**src/csr_index_config_config.svh**
```systemverilog
`ifndef CSR_INDEX_CONFIG_CONFIG_SVH
`define CSR_INDEX_CONFIG_CONFIG_SVH

// ----------------------------------------------------------
// Response word geometry
// ----------------------------------------------------------
`define CFG_DATA_W      32
`define CFG_ADDR_W      32
`define CFG_SHIFT_W     5

// ----------------------------------------------------------
// Configuration window
// ----------------------------------------------------------
// Words per engine window, and bits to index one of them
`define CFG_SEQ_WIDTH   16
`define CFG_SEQ_INDEX_W 4

`define CFG_FIFO_DEPTH  32
`define CFG_POINTER_W   64

`endif

```
**src/csr_index_config_pkg.sv**
```systemverilog
`include "csr_index_config_config.svh"

package csr_index_config_pkg;

    // ----------------------------------------------------------
    // Vector types
    // ----------------------------------------------------------
    typedef logic [`CFG_DATA_W-1:0]      data_word_t;
    typedef logic [`CFG_ADDR_W-1:0]      offset_t;
    typedef logic [`CFG_SHIFT_W-1:0]     shift_t;
    typedef logic [`CFG_SEQ_INDEX_W-1:0] seq_index_t;
    typedef logic [`CFG_SEQ_WIDTH-1:0]   seq_mask_t;

    // Bit 0 increment, 1 decrement, 2 mode_sequence, 3 mode_buffer
    typedef logic [3:0] control_flags_t;

    // Top bit of the granularity word is the shift direction
    typedef logic [`CFG_DATA_W-2:0]      granularity_t;
    typedef logic [`CFG_POINTER_W-1:0]   array_pointer_t;

    // ----------------------------------------------------------
    // Encodings
    // ----------------------------------------------------------
    typedef enum logic [2:0] {
        struct_invalid      = 3'd0,
        struct_cu_setup     = 3'd1,
        struct_engine_setup = 3'd2,
        struct_data         = 3'd3
    } buffer_class_e;

    typedef enum logic [1:0] {
        cmd_invalid = 2'd0,
        cmd_read    = 2'd1,
        cmd_write   = 2'd2,
        cmd_flush   = 2'd3
    } memory_cmd_e;

    // Assembler FSM
    typedef enum logic [1:0] {
        collecting = 2'd0,
        presenting = 2'd1
    } assembler_state_e;

endpackage

```
**src/config_word_if.sv**
```systemverilog
interface config_word_if;
    import csr_index_config_pkg::*;

    // One filtered word, index relative to the engine window
    logic       valid;
    logic       ready;
    seq_index_t index;
    data_word_t data;

    modport source (
        output valid,
        output index,
        output data,
        input  ready
    );

    modport sink (
        input  valid,
        input  index,
        input  data,
        output ready
    );

endinterface

```
**src/response_filter.sv**
```systemverilog
`include "csr_index_config_config.svh"

module response_filter #(
    parameter int unsigned id_relative = 0
) (
    input  logic                                ap_clk,
    input  logic                                areset_csr_index_generator,
    input  logic                                response_valid,
    output logic                                response_ready,
    input  csr_index_config_pkg::buffer_class_e response_class,
    input  csr_index_config_pkg::offset_t       response_offset,
    input  csr_index_config_pkg::shift_t        response_shift,
    input  csr_index_config_pkg::data_word_t    response_data,
    config_word_if.source                       words
);
    import csr_index_config_pkg::*;

    // First sequence number owned by this engine
    localparam offset_t seq_min = offset_t'(id_relative * `CFG_SEQ_WIDTH);

    logic          hold_valid;
    buffer_class_e hold_class;
    offset_t       hold_offset;
    shift_t        hold_shift;
    data_word_t    hold_data;
    offset_t       hold_seq;
    offset_t       rel_seq;
    logic          class_ok;
    logic          in_window;
    logic          keep;
    logic          release_hold;
    logic          accept;

    // ----------------------------------------------------------
    // Class and window filter
    // ----------------------------------------------------------
    assign hold_seq = hold_offset >> hold_shift;
    // Wrapping subtract covers both window bounds in one compare
    assign rel_seq  = hold_seq - seq_min;

    assign class_ok  = (hold_class == struct_cu_setup) || (hold_class == struct_engine_setup);
    assign in_window = rel_seq < offset_t'(`CFG_SEQ_WIDTH);
    assign keep      = class_ok && in_window;

    // ----------------------------------------------------------
    // Handshakes
    // ----------------------------------------------------------
    // Rejected words drop out without waiting for downstream
    assign release_hold   = hold_valid && (!keep || words.ready);
    assign response_ready = !hold_valid || release_hold;
    assign accept         = response_valid && response_ready;

    assign words.valid = hold_valid && keep;
    assign words.index = rel_seq[`CFG_SEQ_INDEX_W-1:0];
    assign words.data  = hold_data;

    always_ff @(posedge ap_clk) begin
        if (areset_csr_index_generator) begin
            hold_valid <= 1'b0;
        end else if (accept) begin
            hold_valid <= 1'b1;
        end else if (release_hold) begin
            hold_valid <= 1'b0;
        end
    end

    // Holding register payload
    always_ff @(posedge ap_clk) begin
        if (accept) begin
            hold_class  <= response_class;
            hold_offset <= response_offset;
            hold_shift  <= response_shift;
            hold_data   <= response_data;
        end
    end

endmodule

```
**src/config_word_fifo.sv**
```systemverilog
`include "csr_index_config_config.svh"

module config_word_fifo (
    input logic           ap_clk,
    input logic           areset_csr_index_generator,
    config_word_if.sink   push,
    config_word_if.source pop
);
    import csr_index_config_pkg::*;

    localparam int depth = `CFG_FIFO_DEPTH;
    localparam int ptr_w = $clog2(depth);
    localparam logic [ptr_w:0] full_count = (ptr_w + 1)'(depth);

    // Storage, split by field
    seq_index_t index_mem [depth];
    data_word_t data_mem [depth];

    logic [ptr_w-1:0] wr_ptr;
    logic [ptr_w-1:0] rd_ptr;
    logic [ptr_w:0]   count;
    logic             do_push;
    logic             do_pop;

    // ----------------------------------------------------------
    // Handshakes
    // ----------------------------------------------------------
    assign push.ready = (count != full_count);
    assign do_push    = push.valid && push.ready;

    // Head word shows on the output without a read request
    assign pop.valid = (count != '0);
    assign pop.index = index_mem[rd_ptr];
    assign pop.data  = data_mem[rd_ptr];
    assign do_pop    = pop.valid && pop.ready;

    // ----------------------------------------------------------
    // Pointers and occupancy
    // ----------------------------------------------------------
    always_ff @(posedge ap_clk) begin
        if (areset_csr_index_generator) begin
            wr_ptr <= '0;
            rd_ptr <= '0;
            count  <= '0;
        end else begin
            if (do_push) begin
                wr_ptr <= wr_ptr + 1'b1;
            end
            if (do_pop) begin
                rd_ptr <= rd_ptr + 1'b1;
            end
            case ({do_push, do_pop})
                2'b10:   count <= count + 1'b1;
                2'b01:   count <= count - 1'b1;
                default: count <= count;
            endcase
        end
    end

    always_ff @(posedge ap_clk) begin
        if (do_push) begin
            index_mem[wr_ptr] <= push.index;
            data_mem[wr_ptr]  <= push.data;
        end
    end

endmodule

```
**src/config_assembler.sv**
```systemverilog
`include "csr_index_config_config.svh"

module config_assembler (
    input  logic                                 ap_clk,
    input  logic                                 areset_csr_index_generator,
    config_word_if.sink                          words,
    input  logic                                 config_ready,
    output logic                                 config_valid,
    output csr_index_config_pkg::control_flags_t config_control,
    output csr_index_config_pkg::data_word_t     config_index_start,
    output csr_index_config_pkg::data_word_t     config_index_end,
    output csr_index_config_pkg::data_word_t     config_stride,
    output csr_index_config_pkg::granularity_t   config_granularity,
    output logic                                 config_shift_direction,
    output csr_index_config_pkg::memory_cmd_e    config_cmd,
    output csr_index_config_pkg::buffer_class_e  config_buffer,
    output csr_index_config_pkg::array_pointer_t config_array_pointer,
    output csr_index_config_pkg::data_word_t     config_array_size
);
    import csr_index_config_pkg::*;

    assembler_state_e state;
    seq_mask_t        seen_mask;
    seq_mask_t        seen_next;
    logic             pop;

    // ----------------------------------------------------------
    // Word intake
    // ----------------------------------------------------------
    // No pops while a finished configuration waits
    assign words.ready = (state == collecting);
    assign pop         = words.valid && words.ready;
    assign seen_next   = seen_mask | (seq_mask_t'(1) << words.index);

    assign config_valid = (state == presenting);

    // ----------------------------------------------------------
    // Control FSM
    // ----------------------------------------------------------
    always_ff @(posedge ap_clk) begin
        if (areset_csr_index_generator) begin
            state     <= collecting;
            seen_mask <= '0;
        end else begin
            case (state)
                collecting: begin
                    if (pop) begin
                        // Window complete, hand it out and start over
                        if (&seen_next) begin
                            state     <= presenting;
                            seen_mask <= '0;
                        end else begin
                            seen_mask <= seen_next;
                        end
                    end
                end
                presenting: begin
                    if (config_ready) begin
                        state <= collecting;
                    end
                end
                default: begin
                    state <= collecting;
                end
            endcase
        end
    end

    // ----------------------------------------------------------
    // Field decode by window position
    // ----------------------------------------------------------
    // Fields persist across windows, repeats overwrite
    always_ff @(posedge ap_clk) begin
        if (pop) begin
            case (words.index)
                4'd0: begin
                    config_control <= control_flags_t'(words.data[3:0]);
                end
                4'd1: begin
                    config_index_start <= words.data;
                end
                4'd2: begin
                    config_index_end <= words.data;
                end
                4'd3: begin
                    config_stride <= words.data;
                end
                4'd4: begin
                    config_granularity     <= words.data[`CFG_DATA_W-2:0];
                    config_shift_direction <= words.data[`CFG_DATA_W-1];
                end
                4'd5: begin
                    config_cmd    <= memory_cmd_e'(words.data[1:0]);
                    config_buffer <= buffer_class_e'(words.data[4:2]);
                end
                4'd6: begin
                    config_array_pointer[`CFG_DATA_W-1:0] <= words.data;
                end
                4'd7: begin
                    config_array_pointer[`CFG_POINTER_W-1:`CFG_DATA_W] <= words.data;
                end
                4'd8: begin
                    config_array_size <= words.data;
                end
                default: begin
                    // Positions 9 to 15 only count toward the mask
                end
            endcase
        end
    end

endmodule

```
**src/csr_index_configure_memory.sv**
```systemverilog
module csr_index_configure_memory #(
    parameter int unsigned id_relative = 0
) (
    input  logic                                 ap_clk,
    input  logic                                 areset_csr_index_generator,

    // Memory response stream
    input  logic                                 response_valid,
    output logic                                 response_ready,
    input  csr_index_config_pkg::buffer_class_e  response_class,
    input  csr_index_config_pkg::offset_t        response_offset,
    input  csr_index_config_pkg::shift_t         response_shift,
    input  csr_index_config_pkg::data_word_t     response_data,

    // Assembled configuration
    input  logic                                 config_ready,
    output logic                                 config_valid,
    output csr_index_config_pkg::control_flags_t config_control,
    output csr_index_config_pkg::data_word_t     config_index_start,
    output csr_index_config_pkg::data_word_t     config_index_end,
    output csr_index_config_pkg::data_word_t     config_stride,
    output csr_index_config_pkg::granularity_t   config_granularity,
    output logic                                 config_shift_direction,
    output csr_index_config_pkg::memory_cmd_e    config_cmd,
    output csr_index_config_pkg::buffer_class_e  config_buffer,
    output csr_index_config_pkg::array_pointer_t config_array_pointer,
    output csr_index_config_pkg::data_word_t     config_array_size
);

    // Filter to FIFO, then FIFO to assembler
    config_word_if filtered_words ();
    config_word_if buffered_words ();

    response_filter #(
        .id_relative(id_relative)
    ) u_response_filter (
        .ap_clk                     (ap_clk),
        .areset_csr_index_generator (areset_csr_index_generator),
        .response_valid             (response_valid),
        .response_ready             (response_ready),
        .response_class             (response_class),
        .response_offset            (response_offset),
        .response_shift             (response_shift),
        .response_data              (response_data),
        .words                      (filtered_words)
    );

    config_word_fifo u_config_word_fifo (
        .ap_clk                     (ap_clk),
        .areset_csr_index_generator (areset_csr_index_generator),
        .push                       (filtered_words),
        .pop                        (buffered_words)
    );

    config_assembler u_config_assembler (
        .ap_clk                     (ap_clk),
        .areset_csr_index_generator (areset_csr_index_generator),
        .words                      (buffered_words),
        .config_ready               (config_ready),
        .config_valid               (config_valid),
        .config_control             (config_control),
        .config_index_start         (config_index_start),
        .config_index_end           (config_index_end),
        .config_stride              (config_stride),
        .config_granularity         (config_granularity),
        .config_shift_direction     (config_shift_direction),
        .config_cmd                 (config_cmd),
        .config_buffer              (config_buffer),
        .config_array_pointer       (config_array_pointer),
        .config_array_size          (config_array_size)
    );

endmodule

```
**config.mk**
```make
export PLATFORM = sky130hd
export DESIGN_NAME = csr_index_configure_memory
export DESIGN_NICKNAME = d
export VERILOG_FILES = /design/src/csr_index_config_pkg.sv /design/src/config_word_if.sv /design/src/response_filter.sv /design/src/config_word_fifo.sv /design/src/config_assembler.sv /design/src/csr_index_configure_memory.sv
export VERILOG_INCLUDE_DIRS = /design/src
export SDC_FILE = /design/constraint.sdc
export NUM_CORES = 1
export LEC_CHECK = 0
export BUFFER_PORTS_ARGS = -buffer_cell sky130_fd_sc_hd__clkbuf_2
export CAP_MARGIN = 25
export CORE_MARGIN = 5
export CORE_UTILIZATION = 25
export DETAILED_ROUTE_END_ITERATION = 7
export PLACE_DENSITY = 0.52
export REMOVE_ABC_BUFFERS = 1
export SLEW_MARGIN = 20
export SYNTH_ARGS = -nofsm -noshare
export SYNTH_HDL_FRONTEND = slang
export SYNTH_SLANG_ARGS = --single-unit
```
**constraint.sdc**
```tcl
create_clock -name ap_clk -period 5.5 [get_ports ap_clk]
set_clock_uncertainty 0.05 [all_clocks]
set_input_delay 0.275 -clock ap_clk [delete_from_list [all_inputs] [get_ports ap_clk]]
set_output_delay 0.275 -clock ap_clk [all_outputs]
set_load 0.02 [all_outputs]
```
==> flow_results.xml, run 1 <==
<?xml version="1.0" encoding="UTF-8"?>
<metrics>
  <group name="sta">
    <metric name="finalHoldViolCount" unit="">0</metric>
    <metric name="grt_setup_unrepaired" unit="">false</metric>
    <metric name="slew_viol_final" unit="">0</metric>
    <metric name="finalWorstSetupSlack" unit="ns">0.445</metric>
    <metric name="max_slew.worst_pin.slew" unit="ns">1.01</metric>
    <metric name="worst_slew_margin_rel" unit="%">32.9</metric>
    <metric name="whs" unit="ns">0.0332</metric>
    <metric name="setup_viol" unit="">0</metric>
    <metric name="final.period_utilization" unit="%">91.9</metric>
    <metric name="fmaxAchievable" unit="MHz">198</metric>
    <metric name="finalCriticalPeriod" unit="ns">5.06</metric>
  </group>
  <group name="power">
    <metric name="cellPowerDensity" unit="mW/mm^2">435</metric>
    <metric name="power_frac_seq" unit="%">45.9</metric>
    <metric name="power.share.combinational" unit="%">19.0</metric>
    <metric name="intPower" unit="W">0.0217</metric>
    <metric name="switching_share" unit="%">26.7</metric>
    <metric name="clock_power_share" unit="%">35.1</metric>
    <metric name="static-leakage-power" unit="nW">21.2</metric>
    <metric name="power.net_switching" unit="W">0.00792</metric>
    <metric name="design_power_total" unit="W">0.0296</metric>
    <metric name="max-vdd-ir-drop" unit="mV">0.318</metric>
  </group>
  <group name="route">
    <metric name="sum_of_routed_wire_length_over_all_layers" unit="mm">146</metric>
    <metric name="dr.pass1.iters" unit="">5</metric>
    <metric name="drtIter0Drc" unit="">1979</metric>
    <metric name="wl_per_cell" unit="um">24.3</metric>
    <metric name="post-route-drc-count" unit="">0</metric>
    <metric name="vias" unit="">26600</metric>
    <metric name="vias_per_cell" unit="">4.43</metric>
    <metric name="ant_nets" unit="">0</metric>
  </group>
  <group name="floorplanning">
    <metric name="dieArea" unit="sq mm">0.234</metric>
    <metric name="io_pins" unit="">311</metric>
    <metric name="fp.coreArea" unit="sq mm">0.223</metric>
    <metric name="die_height" unit="um">483</metric>
    <metric name="die_width" unit="um">483</metric>
    <metric name="floorplan.initialDensity" unit="%">25.2</metric>
    <metric name="num_rows" unit="">173</metric>
  </group>
  <group name="synthesis">
    <metric name="synth.yosys.warnings" unit="">0</metric>
    <metric name="mappedNetlistArea" unit="sq mm">0.0560</metric>
    <metric name="avgSynthCellArea" unit="sq um">23.9</metric>
    <metric name="ys.flop_type" unit="">sky130_fd_sc_hd__edfxtp_1</metric>
    <metric name="ys_top_cells_by_count" unit="">sky130_fd_sc_hd__edfxtp_1 (1457), sky130_fd_sc_hd__mux4_2 (381), sky130_fd_sc_hd__nor2_1 (67)</metric>
    <metric name="synth.lib_cells_used.distinct" unit="">62</metric>
    <metric name="synthMostInstantiatedCell" unit="">sky130_fd_sc_hd__edfxtp_1</metric>
    <metric name="post_synthesis_cell_count" unit="">2347</metric>
    <metric name="yosysTopAreaCellShare" unit="%">78.1</metric>
    <metric name="postSynthRegisterBits" unit="">1496</metric>
    <metric name="number_of_enable_flip_flop_cells_after_synthesis" unit="">1457</metric>
    <metric name="synth.yosys.seq_area_share" unit="%">79.5</metric>
    <metric name="async_reset_ff_share" unit="%">0</metric>
    <metric name="synth_largest_area_cell" unit="">sky130_fd_sc_hd__edfxtp_1</metric>
    <metric name="biggest_area_contributors_in_the_synthesized_netlist" unit="">sky130_fd_sc_hd__edfxtp_1 (78%), sky130_fd_sc_hd__mux4_2 (15%), sky130_fd_sc_hd__dfxtp_1 (1.4%), sky130_fd_sc_hd__mux2_2 (0.76%), sky130_fd_sc_hd__nor2_1 (0.45%)</metric>
  </group>
  <group name="clock_tree">
    <metric name="clkSlewWorstSetupHoldPaths" unit="ns">0.06</metric>
    <metric name="post_cts_resize_count" unit="">0</metric>
    <metric name="clk_root_buffer_cell" unit="">sky130_fd_sc_hd__clkbuf_16</metric>
    <metric name="h_tree_lvl_count" unit="">4</metric>
    <metric name="cts_buffer_depth" unit="">3</metric>
    <metric name="worst_skew_pair.late_latency" unit="ns">0.79</metric>
    <metric name="numClockSinks" unit="">1496</metric>
    <metric name="cts_buf_count" unit="">165</metric>
    <metric name="cts_tree" unit="">built</metric>
  </group>
  <group name="worst_setup_path">
    <metric name="crit_required" unit="ns">6.09</metric>
    <metric name="cp-start-kind" unit="">register</metric>
    <metric name="critical_path_cell_sequence" unit="">buf_4, mux2i_1, nand2_1, a211o_1, a2111oi_0, o211a_1, and3_1, inv_1, ha_1, xor2_1, ha_1, a21oi_1, nor3b_1, o21ai_0, a21oi_1, xnor2_1, nor2_1</metric>
    <metric name="worst-r2r-cell-count" unit="">17</metric>
    <metric name="max_stage_delay" unit="ns">0.81</metric>
    <metric name="criticalPathCategory" unit="">reg2reg</metric>
    <metric name="critical_path.max_fanout" unit="">18</metric>
    <metric name="startpoint_of_the_worst_register_to_register_path" unit="">u_response_filter.hold_shift[1]</metric>
    <metric name="critical_path.slowest_cell" unit="">sky130_fd_sc_hd__edfxtp_1</metric>
    <metric name="r2r_slack" unit="ns">0.44</metric>
    <metric name="worstSetupEndpointType" unit="">register</metric>
    <metric name="r2r_end" unit="">u_config_word_fifo.count[4]</metric>
    <metric name="critical_path_arrival" unit="ns">5.64</metric>
  </group>
  <group name="cells_and_area">
    <metric name="fin_util" unit="%">30.6</metric>
    <metric name="antenna_cells_inserted" unit="">0</metric>
    <metric name="drive_above_1_share" unit="%">37.5</metric>
    <metric name="final_area" unit="sq mm">0.0681</metric>
    <metric name="flow.area_growth_from_synthesis" unit="%">21.7</metric>
    <metric name="nNetsFinal" unit="">2988</metric>
  </group>
  <group name="place">
    <metric name="portBuffers" unit="">310</metric>
    <metric name="preCtsSetupSlack" unit="ns">0.325</metric>
    <metric name="placedInstanceArea" unit="sq mm">0.0621</metric>
    <metric name="gp_routability_congestion" unit="">0.734</metric>
    <metric name="placed_wire_length_estimate_after_detailed_placement" unit="mm">85.2</metric>
  </group>
  <group name="global_routing">
    <metric name="grt_pass1_wl" unit="mm">208</metric>
    <metric name="initial_antenna_violation_count" unit="">8</metric>
    <metric name="globalRoute.totalOverflow" unit="">0</metric>
    <metric name="first_global_vias" unit="">27800</metric>
    <metric name="grt_max_degree" unit="">108</metric>
    <metric name="grtUsageTotal" unit="%">12.2</metric>
  </group>
  <group name="hold_path">
    <metric name="min_path_type" unit="">in2reg</metric>
    <metric name="whs_path_depth" unit="">2</metric>
    <metric name="endpoint_of_the_worst_hold_path" unit="">u_config_assembler.state[0]</metric>
    <metric name="hp-start" unit="">areset_csr_index_generator</metric>
  </group>
  <group name="status">
    <metric name="outcome" unit="">complete, no violations</metric>
  </group>
  <group name="run">
    <metric name="drv.max_cap_violation_count" unit="">0</metric>
  </group>
</metrics>
==> cell usage in the layout, fill, tap and decap left out, types with 30 or more instances in the layout <==
cell / synthesis / layout
sky130_fd_sc_hd__mux2_2: 38 / 38
sky130_fd_sc_hd__buf_4: 2 / 85
sky130_fd_sc_hd__nand2_1: 31 / 31
sky130_fd_sc_hd__nor2_4: 0 / 33
sky130_fd_sc_hd__dfxtp_1: 39 / 34
sky130_fd_sc_hd__clkbuf_2: 0 / 310
sky130_fd_sc_hd__dlygate4sd3_1: 0 / 74
sky130_fd_sc_hd__clkbuf_16: 0 / 169
sky130_fd_sc_hd__a21oi_1: 31 / 30
sky130_fd_sc_hd__clkbuf_1: 64 / 43
sky130_fd_sc_hd__nor2_1: 67 / 33
sky130_fd_sc_hd__mux4_2: 381 / 381
sky130_fd_sc_hd__edfxtp_1: 1457 / 1457
==> through the flow <==
step	cells	setup TNS, ns
2_1_floorplan	2236	-3705.44
5_1_grt	6010	0
6_report	6010	0
3_3_place_gp	5620	0
4_1_cts	5996	0
3_5_place_dp	5624	0
==> final cells by class <==
| type | instances | area (sq um) |
|---|---|---|
| fill | 21500 | 154000 |
| sequential | 1496 | 44600 |
| multi-input combinational | 725 | 11200 |
| clock buffer | 215 | 4430 |
| tap | 2975 | 3720 |
| timing repair buffer | 501 | 3510 |
| clock inverter | 83 | 628 |
| inverter | 15 | 56.3 |
==> registers in the layout, indices dropped and copies added, names as in the netlist, 2 cells and up, named ones only <==
signal and count:
u_config_word_fifo.data_mem 1024, u_config_word_fifo.index_mem 128, u_config_assembler.config_array_pointer 64, u_config_assembler.config_array_size 32, u_config_assembler.config_index_end 32, u_config_assembler.config_index_start 32, u_config_assembler.config_stride 32, u_response_filter.hold_offset 32
u_response_filter.words.data 32, u_config_assembler.config_granularity 31, u_config_assembler.seen_mask 16, u_config_word_fifo.count 6, u_config_word_fifo.rd_ptr 5, u_config_word_fifo.wr_ptr 5, u_response_filter.hold_shift 5, u_config_assembler.config_control 4
u_config_assembler.config_buffer 3, u_response_filter.hold_class 3, u_config_assembler.config_cmd 2
==> worst max-delay path, delay by kind of cell, from the launching register on <==
family,cells,cell delay [ns]
XOR/XNOR,2,0.36
AND/OR/NAND/NOR,4,0.68
adder cells (fa/ha/maj),2,0.62
multiplexers,1,0.28
buffers and inverters,2,0.51
flip-flops,1,0.81
AO/OA/AOI/OAI,6,1.58
==> power by group through the flow <==
stage	Sequential (W)	Combinational (W)	Clock (W)
floorplan	0.0143	0.00369	0
global placement	0.0139	0.00572	0
detailed placement	0.0139	0.00571	0
CTS	0.0137	0.00577	0.0107
global route	0.0137	0.00607	0.0112
finish	0.0136	0.00563	0.0104
==> metal layers <==
| layer | vias up | track usage, % | wire length [um] |
|---|---|---|---|
| li1 | 11100 | - | - |
| met1 | 14400 | 16.2 | 62800 |
| met2 | 870 | 20.2 | 71400 |
| met3 | 216 | 2.56 | 8040 |
| met4 | 6 | 3.63 | 3770 |
| met5 | - | 0 | 34 |
==> cells by family after synthesis <==
kind of cell | synth area share [%]
buf+inv | 0.932
compound gates | 1.22
xor+xnor | 0.188
simple gates | 1.47
mux | 16.5
fa+ha+maj | 0.179
flops | 79.5
==> timing repair <==
item / in CTS / in global routing
endpoints found under the hold margin: 85 / 0
hold buffers: 74 / 0
setup endpoints to repair: 0 / 1
buffers inserted: 0 / 2
==> worst max-delay path by stage <==
stage | from | slack, ns | endpoint | cells after the start
after detailed placement | u_response_filter.hold_shift[0] | 0.32 | u_config_word_fifo.count[4] | 16
after floorplan | register | -8.59 | u_config_assembler.config_array_size[0] | 4
final | u_response_filter.hold_shift[1] | 0.44 | u_config_word_fifo.count[4] | 17
after global routing | u_response_filter.hold_shift[1] | 0.11 | u_config_word_fifo.count[4] | 17
after global placement | u_response_filter.hold_shift[0] | 0.20 | u_config_word_fifo.count[4] | 16
after CTS | u_response_filter.hold_shift[0] | 0.29 | u_config_word_fifo.count[4] | 16
No activity file was read; power rests on OpenSTA's default activity.
==> inputs of run 2 (changes only) <==
--- a/config.mk
+++ b/config.mk
@@ -9,9 +9,9 @@
 export BUFFER_PORTS_ARGS = -buffer_cell sky130_fd_sc_hd__clkbuf_2
 export CAP_MARGIN = 25
 export CORE_MARGIN = 5
-export CORE_UTILIZATION = 25
+export CORE_UTILIZATION = 45
 export DETAILED_ROUTE_END_ITERATION = 7
-export PLACE_DENSITY = 0.52
+export PLACE_DENSITY = 0.75
 export REMOVE_ABC_BUFFERS = 1
 export SLEW_MARGIN = 20
 export SYNTH_ARGS = -nofsm -noshare
==> constraint.sdc (replaced) <==
create_clock -name ap_clk -period 5.5 [get_ports ap_clk]
set_clock_uncertainty 0.05 [all_clocks]
set_input_delay 0.55 -clock ap_clk [delete_from_list [all_inputs] [get_ports ap_clk]]
set_output_delay 0.55 -clock ap_clk [all_outputs]
set_load 0.02 [all_outputs]
==> run 2 against run 1 <==
Against the previous run:
- core utilization up 23 points
- sequential share of layout area up 1.9 points
- first-iteration DRC count up 70%
- critical path type unchanged
- via count up 2.2%
- highest routed layer unchanged
- flip-flop and latch count unchanged
- final cell count down 23%
- clock-buffer cell count down 34
==> flow_results.xml, run 2 (same netlist as run 1, synthesis figures left out) <==
<?xml version="1.0" encoding="UTF-8"?>
<metrics>
  <group name="status">
    <metric name="outcome" unit="">complete, no violations</metric>
  </group>
  <group name="power">
    <metric name="cellPowerDensity" unit="mW/mm^2">443</metric>
    <metric name="max-vdd-ir-drop" unit="mV">0.400</metric>
    <metric name="static-leakage-power" unit="nW">21.0</metric>
  </group>
  <group name="clock_tree">
    <metric name="worst_skew_pair.late_latency" unit="ns">0.79</metric>
    <metric name="cts_tree" unit="">built</metric>
    <metric name="post-cts-setup-buffers" unit="">0</metric>
    <metric name="cts_buf_count" unit="">147</metric>
    <metric name="cts_buffer_depth" unit="">3</metric>
    <metric name="numClockSinks" unit="">1496</metric>
    <metric name="clk_root_buffer_cell" unit="">sky130_fd_sc_hd__clkbuf_16</metric>
    <metric name="clkSlewWorstSetupHoldPaths" unit="ns">0.06</metric>
    <metric name="h_tree_lvl_count" unit="">4</metric>
  </group>
  <group name="worst_setup_path">
    <metric name="crit_buf_inv" unit="">2</metric>
    <metric name="cp-start-kind" unit="">register</metric>
    <metric name="critical_path_cell_sequence" unit="">buf_4, mux4_2, mux2i_1, o2111ai_1, a2111oi_0, o211a_1, and3_1, nand2_1, nor2_4, buf_12</metric>
    <metric name="critical_path.slowest_cell" unit="">sky130_fd_sc_hd__nor2_4</metric>
    <metric name="r2r_slack" unit="ns">0.50</metric>
    <metric name="startpoint_of_the_worst_register_to_register_path" unit="">u_response_filter.hold_shift[0]</metric>
    <metric name="critical_path.max_fanout" unit="">15</metric>
    <metric name="r2r_end" unit="">u_config_word_fifo.data_mem[21][6]</metric>
    <metric name="critical_path_arrival" unit="ns">5.41</metric>
    <metric name="worst-r2r-cell-count" unit="">10</metric>
    <metric name="crit_required" unit="ns">5.92</metric>
    <metric name="crit_family" unit="">simple AND/OR/NAND/NOR gates</metric>
    <metric name="worstSetupEndpointType" unit="">register</metric>
    <metric name="max_stage_delay" unit="ns">0.81</metric>
    <metric name="criticalPathCategory" unit="">reg2reg</metric>
  </group>
  <group name="global_routing">
    <metric name="grt_pass1_wl" unit="mm">196</metric>
    <metric name="first_global_vias" unit="">28100</metric>
    <metric name="grtUsageTotal" unit="%">20.6</metric>
    <metric name="grt_max_degree" unit="">158</metric>
    <metric name="globalRoute.totalOverflow" unit="">0</metric>
    <metric name="initial_antenna_violation_count" unit="">4</metric>
  </group>
  <group name="floorplanning">
    <metric name="floorplan.initialDensity" unit="%">45.3</metric>
    <metric name="io_pins" unit="">311</metric>
    <metric name="fp.coreArea" unit="sq mm">0.124</metric>
    <metric name="die_width" unit="um">363</metric>
    <metric name="num_rows" unit="">129</metric>
    <metric name="dieArea" unit="sq mm">0.132</metric>
    <metric name="die_height" unit="um">363</metric>
  </group>
  <group name="cells_and_area">
    <metric name="sequential_cell_area" unit="sq mm">0.0445</metric>
    <metric name="max_ffs_per_register" unit="">1024</metric>
    <metric name="final_common_cell" unit="">sky130_fd_sc_hd__edfxtp_1</metric>
    <metric name="mostFrequentLayoutCells" unit="">sky130_fd_sc_hd__edfxtp_1 (1457), sky130_fd_sc_hd__mux4_2 (381), sky130_fd_sc_hd__clkbuf_2 (310), sky130_fd_sc_hd__clkbuf_16 (148), sky130_fd_sc_hd__dlygate4sd3_1 (74)</metric>
    <metric name="drive_above_1_share" unit="%">36.8</metric>
    <metric name="footprint_of_the_multi_input_gates" unit="sq mm">0.0112</metric>
    <metric name="register_ranked_first_by_flip_flop_count" unit="">u_config_word_fifo.data_mem</metric>
    <metric name="fill_cells" unit="">9067</metric>
    <metric name="flow.area_growth_from_synthesis" unit="%">18.3</metric>
    <metric name="nNetsFinal" unit="">2951</metric>
    <metric name="largest_registers" unit="">u_config_word_fifo.data_mem x1024, u_config_word_fifo.index_mem x128, u_config_assembler.config_array_pointer x64</metric>
  </group>
  <group name="sta">
    <metric name="grt_setup_unrepaired" unit="">false</metric>
    <metric name="finalHoldViolCount" unit="">0</metric>
    <metric name="final.period_utilization" unit="%">90.8</metric>
    <metric name="max_slew.worst_pin.slew" unit="ns">1.11</metric>
    <metric name="tns" unit="ns">0</metric>
    <metric name="setup_viol" unit="">0</metric>
    <metric name="fmaxAchievable" unit="MHz">200</metric>
    <metric name="worst_slew_margin_rel" unit="%">25.8</metric>
    <metric name="slew_viol_final" unit="">0</metric>
    <metric name="finalCriticalPeriod" unit="ns">5.00</metric>
    <metric name="finalWorstSetupSlack" unit="ns">0.505</metric>
  </group>
  <group name="hold_path">
    <metric name="whs_path_depth" unit="">2</metric>
    <metric name="hp-start" unit="">areset_csr_index_generator</metric>
    <metric name="endpoint_of_the_worst_hold_path" unit="">u_response_filter.hold_valid</metric>
    <metric name="min_path_type" unit="">in2reg</metric>
  </group>
  <group name="place">
    <metric name="portBuffers" unit="">310</metric>
    <metric name="preCtsSetupSlack" unit="ns">0.593</metric>
    <metric name="placed_wire_length_estimate_after_detailed_placement" unit="mm">74.8</metric>
    <metric name="gp_routability_congestion" unit="">0.827</metric>
  </group>
  <group name="route">
    <metric name="drtIter0Drc" unit="">3369</metric>
    <metric name="dr.pass1.iters" unit="">7</metric>
    <metric name="sum_of_routed_wire_length_over_all_layers" unit="mm">136</metric>
    <metric name="vias" unit="">27200</metric>
    <metric name="vias_per_cell" unit="">5.88</metric>
    <metric name="post-route-drc-count" unit="">0</metric>
    <metric name="ant_nets" unit="">0</metric>
    <metric name="wl_per_cell" unit="um">29.4</metric>
  </group>
  <group name="run">
    <metric name="drv.max_cap_violation_count" unit="">0</metric>
  </group>
</metrics>
-- run 2: layer usage --
| layer | vias to the layer above | wire, um | track usage, % |
|---|---|---|---|
| li1 | 11000 | - | - |
| met1 | 14300 | 48900 | 25.9 |
| met2 | 1568 | 69100 | 34.8 |
| met3 | 250 | 13400 | 5.87 |
| met4 | 6 | 4290 | 6.65 |
| met5 | - | 136 | 0.690 |
-- run 2: power by group --
group	leakage, nW	switching [W]	total (W)	internal (W)
Sequential	13.5	0.000343	0.0136	0.0133
Combinational	5.17	0.00302	0.00563	0.00261
Clock	2.35	0.00429	0.0101	0.00581
Total	21.0	0.00766	0.0293	0.0217
-- run 2: through the flow --
step / total power (W) / hold slack, ns / util (%) / area [sq um] / cells
floorplan: 0.0180 / 0.384 / - / 55500 / 2236
global placement: 0.0194 / 0.395 / 48.9 / 60400 / 4267
detailed placement: 0.0194 / 0.401 / 48.9 / 60400 / 4268
CTS: 0.0296 / 0.208 / 53.4 / 66000 / 4606
global route: 0.0304 / 0.270 / 53.6 / 66200 / 4619
finish: 0.0293 / 0.242 / 53.6 / 66200 / 4621
-- run 2: worst max path at each step --
stage                                               start                                       to  cells after the start
after floorplan                                  register  u_config_assembler.config_array_size[0]                      4
after global placement    u_response_filter.hold_shift[0]              u_config_word_fifo.count[4]                     17
after detailed placement  u_response_filter.hold_shift[0]      u_config_word_fifo.data_mem[21][16]                     10
after CTS                 u_response_filter.hold_shift[0]      u_config_word_fifo.data_mem[21][24]                     10
after global routing      u_response_filter.hold_shift[0]              u_config_word_fifo.count[4]                     17
final                     u_response_filter.hold_shift[0]       u_config_word_fifo.data_mem[21][6]                     10
-- run 2: what timing repair did --
action | in CTS | in global routing
gates resized for setup | 0 | 0
hold buffers | 74 | 0
setup endpoints to repair | 0 | 0
hold endpoints to repair | 74 | 0
-- run 2: final cells by class --
class                   count  area share [%]
flip-flops and latches   1496            67.3
multi-input cells         725            16.9
clock buffers             181            5.80
repair buffers            482            5.30
well taps                1637            3.09
clock inverters            83            1.51
inverters                  15          0.0850
diodes                      2         0.00756
-- run 2: worst reg2reg max path, delay by kind of cell (launching register included) --
kind / cells / cell delay, ns
AOI/OAI and AO/OA: 3 / 0.85
buffers and inverters: 2 / 0.60
DFF: 1 / 0.69
muxes: 2 / 0.78
and+or+nand+nor: 3 / 1.70
==> inputs of run 3 (changes only) <==
--- a/config.mk
+++ b/config.mk
@@ -6,12 +6,14 @@
 export SDC_FILE = /design/constraint.sdc
 export NUM_CORES = 1
 export LEC_CHECK = 0
+export ABC_AREA = 1
 export BUFFER_PORTS_ARGS = -buffer_cell sky130_fd_sc_hd__clkbuf_2
 export CAP_MARGIN = 25
 export CORE_MARGIN = 5
 export CORE_UTILIZATION = 45
 export DETAILED_ROUTE_END_ITERATION = 7
 export PLACE_DENSITY = 0.75
+export RECOVER_POWER = 100
 export REMOVE_ABC_BUFFERS = 1
 export SLEW_MARGIN = 20
 export SYNTH_ARGS = -nofsm -noshare
==> run 3 against run 2 <==
Against the previous run:
- the flow now finishes with violations (max-capacitance violations, max-slew violations)
- die area grew 2.0%
- power grew 1.5%
- flip-flop and latch count is the same
- hold slack lost 0.15 ns
- critical path depth shrank 1
- clock-buffer cell count shrank 4
- non-clock buffer count grew 27
- combinational power grew 16%
- area after synthesis grew 2.1%
- sequential power is essentially flat
- core utilization shrank 1.3 points
- largest cell class unchanged
==> flow_results.xml, run 3 <==
<?xml version="1.0" encoding="UTF-8"?>
<metrics>
  <group name="status">
    <metric name="outcome" unit="">finished with violations</metric>
    <metric name="violated_checks" unit="">max-capacitance violations, max-slew violations</metric>
  </group>
  <group name="worst_setup_path">
    <metric name="cp-start-kind" unit="">register</metric>
    <metric name="r2r_end" unit="">u_config_assembler.config_granularity[12]</metric>
    <metric name="criticalPathCategory" unit="">reg2reg</metric>
    <metric name="critical_path_arrival" unit="ns">5.46</metric>
    <metric name="crit_required" unit="ns">5.99</metric>
    <metric name="critPathMostFrequentCell" unit="">sky130_fd_sc_hd__o21ai_0</metric>
    <metric name="critical_path_cell_sequence" unit="">clkbuf_2, buf_4, o21ai_0, o22ai_1, o21ai_0, o21ai_0, nor2_1, a31oi_1, clkbuf_1</metric>
    <metric name="max_stage_delay" unit="ns">1.45</metric>
    <metric name="critical_path.slowest_cell" unit="">sky130_fd_sc_hd__clkbuf_2</metric>
    <metric name="critical_path.max_fanout" unit="">84</metric>
    <metric name="worstSetupEndpointType" unit="">register</metric>
    <metric name="r2r_slack" unit="ns">0.53</metric>
    <metric name="worst-r2r-cell-count" unit="">9</metric>
  </group>
  <group name="floorplanning">
    <metric name="fp.coreArea" unit="sq mm">0.126</metric>
    <metric name="io_pins" unit="">311</metric>
    <metric name="floorplan.initialDensity" unit="%">45.4</metric>
    <metric name="die_height" unit="um">366</metric>
    <metric name="die_width" unit="um">366</metric>
    <metric name="dieArea" unit="sq mm">0.134</metric>
    <metric name="num_rows" unit="">130</metric>
  </group>
  <group name="cells_and_area">
    <metric name="max_ffs_per_register" unit="">1024</metric>
    <metric name="antenna_cells_inserted" unit="">0</metric>
    <metric name="register_ranked_first_by_flip_flop_count" unit="">u_config_word_fifo.data_mem</metric>
    <metric name="final_area" unit="sq mm">0.0657</metric>
    <metric name="nNetsFinal" unit="">4580</metric>
    <metric name="final_common_cell" unit="">sky130_fd_sc_hd__edfxtp_1</metric>
    <metric name="largest_registers" unit="">u_config_word_fifo.data_mem x1024, u_config_word_fifo.index_mem x128, u_config_assembler.config_array_pointer x64</metric>
    <metric name="mostFrequentLayoutCells" unit="">sky130_fd_sc_hd__edfxtp_1 (1457), sky130_fd_sc_hd__nor2_1 (640), sky130_fd_sc_hd__o21ai_0 (624), sky130_fd_sc_hd__nand2_1 (353), sky130_fd_sc_hd__clkbuf_1 (315)</metric>
    <metric name="drive_above_1_share" unit="%">9.17</metric>
    <metric name="flow.area_growth_from_synthesis" unit="%">15.0</metric>
  </group>
  <group name="clock_tree">
    <metric name="post-cts-setup-buffers" unit="">0</metric>
    <metric name="cts_buffer_depth" unit="">3</metric>
    <metric name="cts_buf_count" unit="">147</metric>
    <metric name="numClockSinks" unit="">1496</metric>
    <metric name="cts_tree" unit="">built</metric>
    <metric name="h_tree_lvl_count" unit="">4</metric>
    <metric name="worst_skew_pair.late_latency" unit="ns">0.77</metric>
    <metric name="clkSlewWorstSetupHoldPaths" unit="ns">0.07</metric>
    <metric name="post_cts_resize_count" unit="">0</metric>
    <metric name="clk_root_buffer_cell" unit="">sky130_fd_sc_hd__clkbuf_16</metric>
  </group>
  <group name="route">
    <metric name="ant_nets" unit="">0</metric>
    <metric name="sum_of_routed_wire_length_over_all_layers" unit="mm">151</metric>
    <metric name="dr.pass1.iters" unit="">6</metric>
    <metric name="drtIter0Drc" unit="">5026</metric>
    <metric name="wl_per_cell" unit="um">24.2</metric>
    <metric name="vias_per_cell" unit="">5.90</metric>
    <metric name="post-route-drc-count" unit="">0</metric>
    <metric name="vias" unit="">37000</metric>
  </group>
  <group name="sta">
    <metric name="worst_slew_margin_rel" unit="%">-28.9</metric>
    <metric name="finalHoldViolCount" unit="">0</metric>
    <metric name="tns" unit="ns">0</metric>
    <metric name="max_slew.worst_pin.slew" unit="ns">1.93</metric>
    <metric name="finalWorstSetupSlack" unit="ns">0.528</metric>
    <metric name="fmaxAchievable" unit="MHz">201</metric>
    <metric name="final.period_utilization" unit="%">90.4</metric>
    <metric name="whs" unit="ns">0.0913</metric>
    <metric name="slew_viol_final" unit="">507</metric>
    <metric name="setup_viol" unit="">0</metric>
    <metric name="finalCriticalPeriod" unit="ns">4.97</metric>
    <metric name="grt_setup_unrepaired" unit="">false</metric>
  </group>
  <group name="hold_path">
    <metric name="endpoint_of_the_worst_hold_path" unit="">u_config_assembler.state[0]</metric>
    <metric name="min_path_type" unit="">in2reg</metric>
    <metric name="whs_path_depth" unit="">4</metric>
    <metric name="hp-start" unit="">config_ready</metric>
  </group>
  <group name="place">
    <metric name="portBuffers" unit="">310</metric>
    <metric name="placedInstanceArea" unit="sq mm">0.0610</metric>
    <metric name="preCtsSetupSlack" unit="ns">1.24</metric>
    <metric name="placed_wire_length_estimate_after_detailed_placement" unit="mm">86.0</metric>
    <metric name="gp_routability_congestion" unit="">0.848</metric>
  </group>
  <group name="synthesis">
    <metric name="biggest_area_contributors_in_the_synthesized_netlist" unit="">sky130_fd_sc_hd__edfxtp_1 (77%), sky130_fd_sc_hd__o21ai_0 (5.4%), sky130_fd_sc_hd__nor2_1 (4.4%), sky130_fd_sc_hd__o221ai_1 (2.8%), sky130_fd_sc_hd__nand2_1 (2.3%)</metric>
    <metric name="number_of_enable_flip_flop_cells_after_synthesis" unit="">1457</metric>
    <metric name="synthMostInstantiatedCell" unit="">sky130_fd_sc_hd__edfxtp_1</metric>
    <metric name="post_synthesis_cell_count" unit="">4107</metric>
    <metric name="ys.flop_type" unit="">sky130_fd_sc_hd__edfxtp_1</metric>
    <metric name="synth_largest_area_cell" unit="">sky130_fd_sc_hd__edfxtp_1</metric>
    <metric name="ys_top_cells_by_count" unit="">sky130_fd_sc_hd__edfxtp_1 (1457), sky130_fd_sc_hd__nor2_1 (669), sky130_fd_sc_hd__o21ai_0 (622)</metric>
    <metric name="synth.yosys.seq_area_share" unit="%">77.9</metric>
    <metric name="mappedNetlistArea" unit="sq mm">0.0572</metric>
    <metric name="synth.yosys.warnings" unit="">0</metric>
    <metric name="synth.lib_cells_used.distinct" unit="">45</metric>
    <metric name="postSynthRegisterBits" unit="">1496</metric>
    <metric name="avgSynthCellArea" unit="sq um">13.9</metric>
    <metric name="yosysTopAreaCellShare" unit="%">76.5</metric>
    <metric name="async_reset_ff_share" unit="%">0</metric>
  </group>
  <group name="power">
    <metric name="power.net_switching" unit="W">0.00945</metric>
    <metric name="power_frac_seq" unit="%">46.2</metric>
    <metric name="static-leakage-power" unit="nW">21.3</metric>
    <metric name="switching_share" unit="%">31.7</metric>
    <metric name="max-vdd-ir-drop" unit="mV">0.347</metric>
    <metric name="intPower" unit="W">0.0203</metric>
    <metric name="power.share.combinational" unit="%">21.9</metric>
    <metric name="design_power_total" unit="W">0.0298</metric>
    <metric name="cellPowerDensity" unit="mW/mm^2">453</metric>
    <metric name="clock_power_share" unit="%">31.9</metric>
  </group>
  <group name="global_routing">
    <metric name="grt_pass1_wl" unit="mm">226</metric>
    <metric name="first_global_vias" unit="">36300</metric>
    <metric name="initial_antenna_violation_count" unit="">1</metric>
    <metric name="globalRoute.totalOverflow" unit="">0</metric>
    <metric name="grtUsageTotal" unit="%">21.9</metric>
    <metric name="grt_max_degree" unit="">207</metric>
  </group>
  <group name="run">
    <metric name="drv.max_cap_violation_count" unit="">10</metric>
  </group>
</metrics>
==> run 3: cell count changes after synthesis, moves of 30 or more <==
cell                       delta
sky130_fd_sc_hd__o22ai_1     +68
sky130_fd_sc_hd__buf_1       -30
sky130_fd_sc_hd__mux4_2     -381
sky130_fd_sc_hd__nor2_1     +602
sky130_fd_sc_hd__inv_1       +43
sky130_fd_sc_hd__mux2_2      -38
sky130_fd_sc_hd__clkbuf_1   +157
sky130_fd_sc_hd__o21ai_0    +608
sky130_fd_sc_hd__nand3_1    +201
sky130_fd_sc_hd__o221ai_1   +186
sky130_fd_sc_hd__nand2_1    +320
==> run 3: area by class of cell <==
class                   instances  area (sq um)
flip-flops and latches       1496         44500
repair buffers                509          2860
multi-input cells            2276         11500
well taps                    1650          2060
clock inverters                88           636
fillers                     10200         60200
inverters                      66           277
clock buffers                 177          3850
==> run 3: cells by family after synthesis <==
logic type / synth area share, %
xor gates and xnor gates: 0.123
AOI/OAI and AO/OA: 10.3
adders and majority gates: 0.175
and+or+nand+nor: 9.09
muxes: 0.0525
DFF: 77.9
buffers and inverters: 2.39
==> run 3: per-stage QoR <==
step,std cells,utilization (%)
finish,6262,52.2
global route,6262,52.2
CTS,6243,52.6
detailed placement,5905,48.5
global placement,5900,48.4
floorplan,3838,-
==> run 3: power by group through the flow <==
stage | Clock [W] | Sequential [W] | Combinational [W]
2_1_floorplan | 0 | 0.0146 | 0.00336
3_3_place_gp | 0 | 0.0140 | 0.00630
3_5_place_dp | 0 | 0.0141 | 0.00647
4_1_cts | 0.00961 | 0.0138 | 0.00656
5_1_grt | 0.0101 | 0.0138 | 0.00710
6_report | 0.00949 | 0.0138 | 0.00652
==> run 3: critical path, delay by kind of cell (launching register included) <==
kind | cells | cell delay [ns]
AND/OR/NAND/NOR | 1 | 0.06
flip-flops | 1 | 0.71
buffers and inverters | 3 | 2.46
AO/OA/AOI/OAI | 5 | 1.34
==> run 3: per-layer routing <==
| layer | part of all wire [%] | vias to the layer above | routed length [um] | global-route usage [%] |
|---|---|---|---|---|
| li1 | - | 16200 | - | - |
| met4 | 4.8 | 2 | 7270 | 9.89 |
| met5 | 0.0079 | - | 12 | 0 |
| met3 | 11 | 383 | 16200 | 5.04 |
| met2 | 47 | 2266 | 71400 | 35.2 |
| met1 | 37 | 18100 | 56500 | 28.7 |
==> run 3: worst max-delay path by stage <==
stage                                                             end  cells past startpoint
after global routing               u_config_word_fifo.data_mem[0][25]                     13
after global placement                    u_config_word_fifo.count[4]                     21
after floorplan           u_config_assembler.config_array_pointer[32]                     12
after CTS                          u_config_word_fifo.data_mem[6][17]                     11
after detailed placement           u_config_word_fifo.data_mem[4][23]                     11
final                       u_config_assembler.config_granularity[12]                      9
==> run 3: what timing repair did <==
action / in CTS / in global routing
setup endpoints to repair: 0 / 0
endpoints found under the hold margin: 73 / 0
hold buffers: 73 / 0
